**config.mk**
```make
export PLATFORM = sky130hd
export DESIGN_NAME = bbox_iterator
export DESIGN_NICKNAME = d
export VERILOG_FILES = /design/src/hdl/raster_pkg.sv /design/src/hdl/bbox_iterator.sv /design/src/hdl/col_walker.sv /design/src/hdl/iter_sequencer.sv /design/src/hdl/row_walker.sv
export SDC_FILE = /design/constraint.sdc
export NUM_CORES = 1
export LEC_CHECK = 0
export BUFFER_PORTS_ARGS = -buffer_cell sky130_fd_sc_hd__buf_2
export CORE_AREA = 2 2 286 288
export CTS_BUF_LIST = sky130_fd_sc_hd__clkbuf_4 sky130_fd_sc_hd__clkbuf_8
export DETAILED_ROUTE_END_ITERATION = 16
export DIE_AREA = 0 0 288 290
export SETUP_SLACK_MARGIN = 0.5
export SYNTH_ARGS = -nofsm -noshare
export SYNTH_HDL_FRONTEND = slang
export SYNTH_SLANG_ARGS = --single-unit
```
**constraint.sdc**
```tcl
create_clock -name clk -period 13.9 [get_ports clk]
set_input_delay 2.085 -clock clk [delete_from_list [all_inputs] [get_ports clk]]
set_output_delay 2.085 -clock clk [all_outputs]
set_load 0.005 [all_outputs]
```
**src/hdl/raster_pkg.sv**
```systemverilog
/*
 * Raster package for the bounding-box sample iterator
 * Fixed-point sizes, payload structs and the MSAA step helper
 */

package raster_pkg;

    // Fixed-point format, integer bits above RADIX
    localparam int SIGFIG = 24;
    localparam int RADIX = 10;

    // Triangle and color shape
    localparam int VERTS = 3;
    localparam int AXIS = 3;
    localparam int COLORS = 3;

    // One-hot MSAA code, 1000 is one sample per pixel
    localparam int SUBSAMPLE_W = 4;
    // Code bit 3 lands on the unit bit, so 1000 steps a whole pixel
    localparam int STEP_SHIFT = RADIX - 3;

    // Signed fixed-point coordinate
    typedef logic signed [SIGFIG-1:0] coord_t;

    // One vertex, axis 0 is x, 1 is y, 2 is z
    typedef struct packed {
        coord_t [AXIS-1:0] axis;
    } vertex_t;

    typedef struct packed {
        vertex_t [VERTS-1:0] vert;
    } tri_t;

    // Unsigned fixed-point channels
    typedef struct packed {
        logic [COLORS-1:0][SIGFIG-1:0] ch;
    } color_t;

    // Screen-space bounds, inclusive on all sides
    typedef struct packed {
        coord_t min_x;
        coord_t min_y;
        coord_t max_x;
        coord_t max_y;
    } box_t;

    // Candidate sample location
    typedef struct packed {
        coord_t x;
        coord_t y;
    } sample_t;

    typedef logic [SUBSAMPLE_W-1:0] subsample_t;

    typedef enum logic {
        WAIT = 1'b0,
        TEST = 1'b1
    } iter_state_t;

    // Sample spacing for an MSAA code
    function automatic coord_t msaa_step(input subsample_t code);
        return coord_t'({{(SIGFIG-SUBSAMPLE_W){1'b0}}, code}) << STEP_SHIFT;
    endfunction

endpackage

```
**src/hdl/bbox_iterator.sv**
```systemverilog
/*
 * Bounding-box sample iterator
 * Walks subsample positions across a triangle's box in raster order,
 * one candidate per cycle, holding upstream while the walk runs
 */

`timescale 1ns/10ps

module bbox_iterator
    import raster_pkg::*;
(
    input  logic       clk,
    input  logic       rst,
    input  tri_t       tri_in,
    input  color_t     color_in,
    input  box_t       box_in,
    input  logic       valid_in,
    input  subsample_t subsample,
    output logic       halt_l,
    output tri_t       tri_out,
    output color_t     color_out,
    output sample_t    sample,
    output logic       sample_valid
);

    // Sequencer to walkers
    logic load;
    logic advance;

    // Walker edge flags back to the sequencer
    logic col_wrap;
    logic last_row;

    // Current walk position
    coord_t sample_x;
    coord_t sample_y;

    iter_sequencer u_seq (
        .clk          (clk),
        .rst          (rst),
        .valid_in     (valid_in),
        .tri_in       (tri_in),
        .color_in     (color_in),
        .col_wrap     (col_wrap),
        .last_row     (last_row),
        .load         (load),
        .advance      (advance),
        .halt_l       (halt_l),
        .sample_valid (sample_valid),
        .tri_out      (tri_out),
        .color_out    (color_out)
    );

    col_walker u_col (
        .clk       (clk),
        .rst       (rst),
        .load      (load),
        .advance   (advance),
        .box_in    (box_in),
        .subsample (subsample),
        .x         (sample_x),
        .col_wrap  (col_wrap)
    );

    // Steps up once per finished row
    row_walker u_row (
        .clk       (clk),
        .rst       (rst),
        .load      (load),
        .col_wrap  (col_wrap),
        .box_in    (box_in),
        .subsample (subsample),
        .y         (sample_y),
        .last_row  (last_row)
    );

    assign sample = '{x: sample_x, y: sample_y};

endmodule

```
**src/hdl/col_walker.sv**
```systemverilog
/*
 * Column walker
 * Holds the x position of the walk, steps right by the MSAA pitch
 * and wraps back to the left edge of the box at the right edge
 */

`timescale 1ns/10ps

module col_walker
    import raster_pkg::*;
(
    input  logic       clk,
    input  logic       rst,
    input  logic       load,
    input  logic       advance,
    input  box_t       box_in,
    input  subsample_t subsample,
    output coord_t     x,
    output logic       col_wrap
);

    // Horizontal extent of the current box
    coord_t min_x;
    coord_t max_x;

    // Spacing between neighbouring samples
    coord_t step;

    assign step = msaa_step(subsample);

    // Right edge reached on an advancing cycle
    // Also tells the row walker to move up
    assign col_wrap = advance && (x >= max_x);

    always_ff @(posedge clk or posedge rst) begin
        if (rst) begin
            min_x <= '0;
            max_x <= '0;
            x     <= '0;
        end else if (load) begin
            // New box starts at its left edge
            min_x <= box_in.min_x;
            max_x <= box_in.max_x;
            x     <= box_in.min_x;
        end else if (col_wrap) begin
            // Next row starts back on the left
            x <= min_x;
        end else if (advance) begin
            x <= x + step;
        end
    end

    // x never runs past max_x by more than a step, since the
    // compare above is checked every advancing cycle
    // An unaligned box puts the last column just past max_x

endmodule

```
**src/hdl/iter_sequencer.sv**
```systemverilog
/*
 * Iterator sequencer
 * WAIT/TEST state machine that accepts a triangle, holds its payload,
 * drives the walkers and produces halt and sample valid
 */

`timescale 1ns/10ps

module iter_sequencer
    import raster_pkg::*;
(
    input  logic   clk,
    input  logic   rst,
    input  logic   valid_in,
    input  tri_t   tri_in,
    input  color_t color_in,
    input  logic   col_wrap,
    input  logic   last_row,
    output logic   load,
    output logic   advance,
    output logic   halt_l,
    output logic   sample_valid,
    output tri_t   tri_out,
    output color_t color_out
);

    iter_state_t state;
    iter_state_t next_state;

    // Right edge of the top row, this is the final sample
    logic end_walk;

    assign end_walk = col_wrap && last_row;

    // Accept only while idle, halt_l is high in WAIT
    assign load = (state == WAIT) && valid_in;

    // Walkers step on every TEST cycle
    assign advance = (state == TEST);

    // Both flags come straight off the state flop
    assign sample_valid = (state == TEST);
    assign halt_l       = (state == WAIT);

    always_comb begin
        next_state = state;
        case (state)
            WAIT: begin
                // Item on the input is taken this cycle
                if (valid_in) begin
                    next_state = TEST;
                end
            end
            TEST: begin
                // Last sample goes out now, idle next cycle
                if (end_walk) begin
                    next_state = WAIT;
                end
            end
            default: begin
                next_state = WAIT;
            end
        endcase
    end

    always_ff @(posedge clk or posedge rst) begin
        if (rst) begin
            state <= WAIT;
        end else begin
            state <= next_state;
        end
    end

    // Payload travels with every sample of the walk
    // Upstream may change its inputs under halt, so capture on load only
    always_ff @(posedge clk or posedge rst) begin
        if (rst) begin
            tri_out   <= '0;
            color_out <= '0;
        end else if (load) begin
            tri_out   <= tri_in;
            color_out <= color_in;
        end
    end

    // Back-to-back items
    // end_walk returns to WAIT with halt_l high, so the next item
    // is accepted one cycle after the last sample

endmodule

```
**src/hdl/row_walker.sv**
```systemverilog
/*
 * Row walker
 * Holds the y position of the walk, moves up a row on each column wrap
 * and flags when the current row is the top one
 */

`timescale 1ns/10ps

module row_walker
    import raster_pkg::*;
(
    input  logic       clk,
    input  logic       rst,
    input  logic       load,
    input  logic       col_wrap,
    input  box_t       box_in,
    input  subsample_t subsample,
    output coord_t     y,
    output logic       last_row
);

    // Only the top bound is needed after the start row is set
    coord_t max_y;

    // Row pitch, same as the column pitch
    coord_t step;

    assign step = msaa_step(subsample);

    // Top row once y is at or past max_y
    assign last_row = (y >= max_y);

    always_ff @(posedge clk or posedge rst) begin
        if (rst) begin
            max_y <= '0;
            y     <= '0;
        end else if (load) begin
            // Walk starts on the bottom row
            max_y <= box_in.max_y;
            y     <= box_in.min_y;
        end else if (col_wrap) begin
            y <= y + step;
        end
    end

    // On the final wrap y also steps past max_y
    // Harmless, sample_valid is already low by then

endmodule

```
Word-level counts from Yosys, hierarchy flattened

Cells that the tools add are included.

Output and inout bits: 338
Bits of input ports: 391
Register bits after elaboration: 409

Add/subtract/negate cells: 2
Muxes and demuxes: 8
Reductions and logical operators: 5
Bitwise gates (word level): 1
Order comparisons: 2

Operators by type and width:

| cell              | number |
|---|---|
| $mux 24           | 5 |
| $add 24x12->24    | 2 |
| $ge 24x24->1      | 2 |
| $logic_and 1x1->1 | 3 |
| $reduce_bool 3->1 | 1 |
| $mux 1            | 2 |
| $pmux 1 s2        | 1 |
| $reduce_bool 2->1 | 1 |
| $not 1->1         | 1 |

Depth between registers and ports, before layout

Depth after elaboration: 5
Gate-level depth with buffers: 11
Mapped depth without buffers: 10

Modules after synthesis

A second synthesis with hierarchy kept.

Cell total of the unflattened synthesis: 1,297
Area total of the unflattened synthesis: 18,338.8 sq um

Modules (own cells, without submodules):

| module         | sequential area each (sq um) | area each (sq um) | times used | cells an instance |
|---|---|---|---|---|
| iter_sequencer | 7,231.9                      | 11,623.6          | 1          | 615 |
| col_walker     | 1,801.7                      | 3,947.5           | 1          | 390 |
| row_walker     | 1,201.2                      | 2,767.7           | 1          | 292 |

Least setup slack after synthesis

No wires, ideal clock.

Path kind: input -> register
Start: input subsample[0]
End: register u_row.y[21]
Arrival time: 3.885 ns
Cell stages on the path: 10
Slack: 9.889 ns
Cell sequence: ha_1 -> inv_1 -> fa_1 -> nor2b_1 -> o21ai_0 -> nand2b_1 -> nor2b_1 -> a41oi_1 -> o31a_1 -> a221o_1

Longest elaborated chain between the ends: 3

Ends and longest elaborated chain:

| item                   | line                | source |
|---|---|---|
| start: declaration     | bbox_iterator.sv:18 | `input subsample_t subsample,` |
| $add 24x12->24         | row_walker.sv:42    | `y <= y + step;` |
| $mux 24                | row_walker.sv:41    | `end else if (col_wrap) begin` |
| $mux 24                | row_walker.sv:37    | `end else if (load) begin` |
| end signal: assignment | row_walker.sv:40    | `y <= box_in.min_y;` |
| end signal: assignment | row_walker.sv:42    |  |
| end: declaration       | row_walker.sv:18    | `output coord_t y,` |

No other way between the ends. The select of a mux whose other input is x is not followed.
A chain may end at the register's enable or synchronous reset.

Worst setup path in the final report

Start: input valid_in
End: register, netlist name u_seq.tri_out[85]

Longest elaborated chain between the ends: 1

Ends and longest elaborated chain:

| item               | line                 | source |
|---|---|---|
| start: declaration | bbox_iterator.sv:17  | `input logic valid_in,` |
| $logic_and 1x1->1  | iter_sequencer.sv:36 | `assign load = (state == WAIT) && valid_in;` |

No other way between the ends.

==> impl_metrics.json <==
{
  "pin_count": 729,
  "setup_ws_ps": 8497,
  "max_freq_ghz": 0.1851,
  "dieArea_um2": 83520,
  "arrival_ps": 5970,
  "setup_viol": 0,
  "vias": 15950,
  "setup-tns-final_ps": 0,
  "hp-class": "register to register",
  "switchingPower_uw": 2247,
  "async_reset_ff_share_pct": 100.0,
  "dr.pass1.iters": 5,
  "post_cts_resized": 0,
  "syn_inst": 1978,
  "clk_path_buf_depth": 3,
  "hpwl_um": 47360,
  "io_buffer_count": 728,
  "r2r-start": "u_seq.advance$_DFF_PP0_",
  "power_density_nw_per_um2": 235.4,
  "routed_wl_um": 64310,
  "r2r-end": "u_seq.tri_out[85]$_DFFE_PP0P_",
  "fin_crit_ps": 5403,
  "r2r_slack_ps": 10160,
  "clock_sink_count": 409,
  "drive_above_1_share_pct": 32.98,
  "critPathMaxFanout": 88,
  "nets": 3146,
  "post_drt_wl_per_cell_um": 16.84,
  "grt_antenna_before_repair": 27,
  "pwr-share-comb_pct": 40.7,
  "cp-end-kind": "register",
  "met3_usage_pct": 4.489,
  "hold-path-cell-count": 2,
  "via_per_inst": 4.175,
  "fin_cells": 3820,
  "num-fill-cells": 8604,
  "total_power_uw": 5661,
  "crit_required_ps": 14470,
  "p_seq_share_pct": 37.2,
  "swShare_pct": 39.70,
  "grt_pass1_vias": 16120,
  "place.gp.congestion": 0.8635,
  "seq_area_frac_synth_pct": 57.82,
  "startpoint_type": "input pin",
  "path_clk_slew_ps": 60,
  "rows": 104,
  "avgSynthCellArea_um2": 8.949,
  "status": "complete, no violations",
  "use_met2_pct": 25.02,
  "hold_start": "u_seq.tri_out[61]$_DFFE_PP0P_",
  "ant_nets": 0,
  "cts_hold_buffers": 0,
  "whs_endpoint": "u_seq.tri_out[61]$_DFFE_PP0P_",
  "tritoncts": "yes",
  "worstMarginPinSlew_ps": 1157,
  "grt.total_usage_pct": 15.15,
  "syn-cell-area_um2": 17700,
  "place_inst": 3680,
  "cts-root-buf": "clkbuf_8",
  "synth_top_flop_cell": "dfrtp_1",
  "grt_pass1_wl_um": 97840,
  "hold_viol_final": 0,
  "synthesis.yosys.warnings": 0,
  "grt_max_degree": 177,
  "syn-num-nets": 2427,
  "synth-edff-count": 0,
  "drv_cap": 0,
  "path_class": "input pin to register",
  "drc": 0,
  "die_y_um": 290,
  "syn2layout_area_growth_pct": 35.87,
  "synth_seq_cells": 409,
  "reg2regPathDepth": 6,
  "grt_use_met1_pct": 18.51,
  "finalCritPeriodShare_pct": 38.87,
  "clkPwrFrac_pct": 22.1,
  "pre_cts_ws_ps": 7844,
  "clk_latency_ps": 650,
  "synth_cell_types": 69,
  "drv_slew": 0,
  "fin_skew_ps": 31.91,
  "slew_headroom_pct": 22.87,
  "irDropWorstVdd_uv": 112.4,
  "postCtsSetupBuffers": 0,
  "grt-busiest-layer": "met2",
  "drt-initial-drc-count": 718,
  "internal-power_uw": 3414,
  "cts_buffers": 75,
  "power.leakage_uw": 0.01329,
  "rsz0062_at_grt": "no",
  "die_w_um": 288,
  "overflow": 0,
  "htreeDepth": 3,
  "initial_core_util_pct": 22.08,
  "core_area_um2": 80160
}
## worst max-delay path by stage
stage	end	start	slack (ps)
final	u_seq.tri_out[85]$_DFFE_PP0P_	valid_in	8500
after floorplan	u_col.max_x[0]$_DFFE_PP0P_	rst	6300
after global routing	u_seq.tri_out[18]$_DFFE_PP0P_	valid_in	8150
after global placement	u_seq.tri_out[103]$_DFFE_PP0P_	valid_in	7860
after CTS	u_seq.tri_out[120]$_DFFE_PP0P_	valid_in	8590
after detailed placement	u_seq.tri_out[17]$_DFFE_PP0P_	valid_in	7840
## cell usage in the layout (no fill, tap or decap), types with 4 or more instances in the layout
master	Yosys	layout
nand2_1	1047	1046
buf_2	0	728
dfrtp_1	409	409
clkbuf_8	0	91
o21ai_0	64	64
inv_1	60	59
ha_1	56	56
a21oi_1	39	39
clkbuf_4	1	25
mux2i_1	16	16
nor2_1	14	14
nand3_1	13	13
nor2b_1	13	12
diode_2	0	10
nand4_1	10	10
nor3_1	10	10
xnor2_1	10	10
buf_4	1	9
a21o_1	8	8
o221ai_1	8	8
a211oi_1	7	7
a2bb2oi_2	7	7
o21ai_1	6	6
mux2_4	5	5
xor2_1	5	5
clkinv_2	0	5
a21oi_2	4	4
nand2b_1	4	4
and3_1	4	4
o211ai_1	4	4
a221o_1	4	4
## state kept, by name, summed over array words and instances, names as in the netlist
signal,cells
u_seq.tri_out,216
u_seq.color_out,72
u_col.max_x,24
u_col.min_x,24
u_col.x,24
u_row.max_y,24
u_row.y,24
u_seq.advance,1
## metal layers
metal  up-vias  share of wire, %
li1       7717                 -
met1      7463                41
met3       140               8.2
met2       608                48
met4        20               3.0
met5         -              0.17
## layout make-up
| class | count | area, um2 | area share (%) |
|---|---|---|---|
| Timing Repair Buffer | 740 | 3771 | 15.68 |
| Tap cell | 1060 | 1326 | 5.514 |
| Multi-Input combinational cell | 1411 | 6847 | 28.47 |
| Inverter | 60 | 229.0 | 0.9520 |
| Antenna cell | 10 | 25.02 | 0.1040 |
| Sequential cell | 409 | 10230 | 42.56 |
| Clock inverter | 14 | 177.7 | 0.7387 |
| Clock buffer | 116 | 1440 | 5.988 |
## metrics by stage
step | util, % | hold WS, ps | instance area (um2)
global route | 30.00 | 483.0 | 24040
CTS | 29.97 | 469.4 | 24030
detailed placement | 27.95 | 456.0 | 22410
finish | 30.00 | 465.3 | 24050
floorplan | - | 437.2 | 17700
global placement | 27.95 | 451.5 | 22410
## kinds of logic (layout without fill, tap and decap cells)
kind of cell / Yosys count / count (layout) / synth area share (%)
flip-flops: 409 / 409 / 57.82
multiplexers: 24 / 24 / 1.520
adder cells (fa/ha/maj): 58 / 58 / 4.185
AND/OR/NAND/NOR: 1136 / 1136 / 25.36
XOR/XNOR: 15 / 15 / 0.7422
other: 0 / 10 / 0
AO/OA/AOI/OAI: 178 / 178 / 6.793
buffers and inverters: 158 / 930 / 3.584
## worst max-delay path, stage by stage
cell and delay (ps):
buf_2 490, nor2b_4 890, buf_4 530, buf_4 750, buf_4 830, nand2_1 120, nand2_1 110
## Yosys cell counts, types with 5 or more instances
library cell | instances | area (um2)
a211oi_1 | 7 | 52.55
a21o_1 | 8 | 60.06
a21oi_1 | 39 | 195.2
a2bb2oi_2 | 7 | 105.1
buf_1 | 17 | 63.81
clkbuf_1 | 75 | 281.5
dfrtp_1 | 409 | 10230
ha_1 | 56 | 700.7
inv_1 | 60 | 225.2
mux2_4 | 5 | 75.07
mux2i_1 | 16 | 160.2
nand2_1 | 1047 | 3930
nand3_1 | 13 | 65.06
nand4_1 | 10 | 62.56
nor2_1 | 14 | 52.55
nor2b_1 | 13 | 81.33
nor3_1 | 10 | 50.05
o21ai_0 | 64 | 320.3
o21ai_1 | 6 | 30.03
o221ai_1 | 8 | 70.07
xnor2_1 | 10 | 87.58
xor2_1 | 5 | 43.79
## power by group through the flow
stage | Clock [uW] | Combinational, uW | Sequential (uW)
floorplan | 0 | 1330 | 2110
global placement | 0 | 2300 | 2110
detailed placement | 0 | 2340 | 2110
CTS | 1300 | 2340 | 2110
global route | 1360 | 2590 | 2180
finish | 1250 | 2300 | 2110
Note: power is estimated with default switching activity, not from simulation.
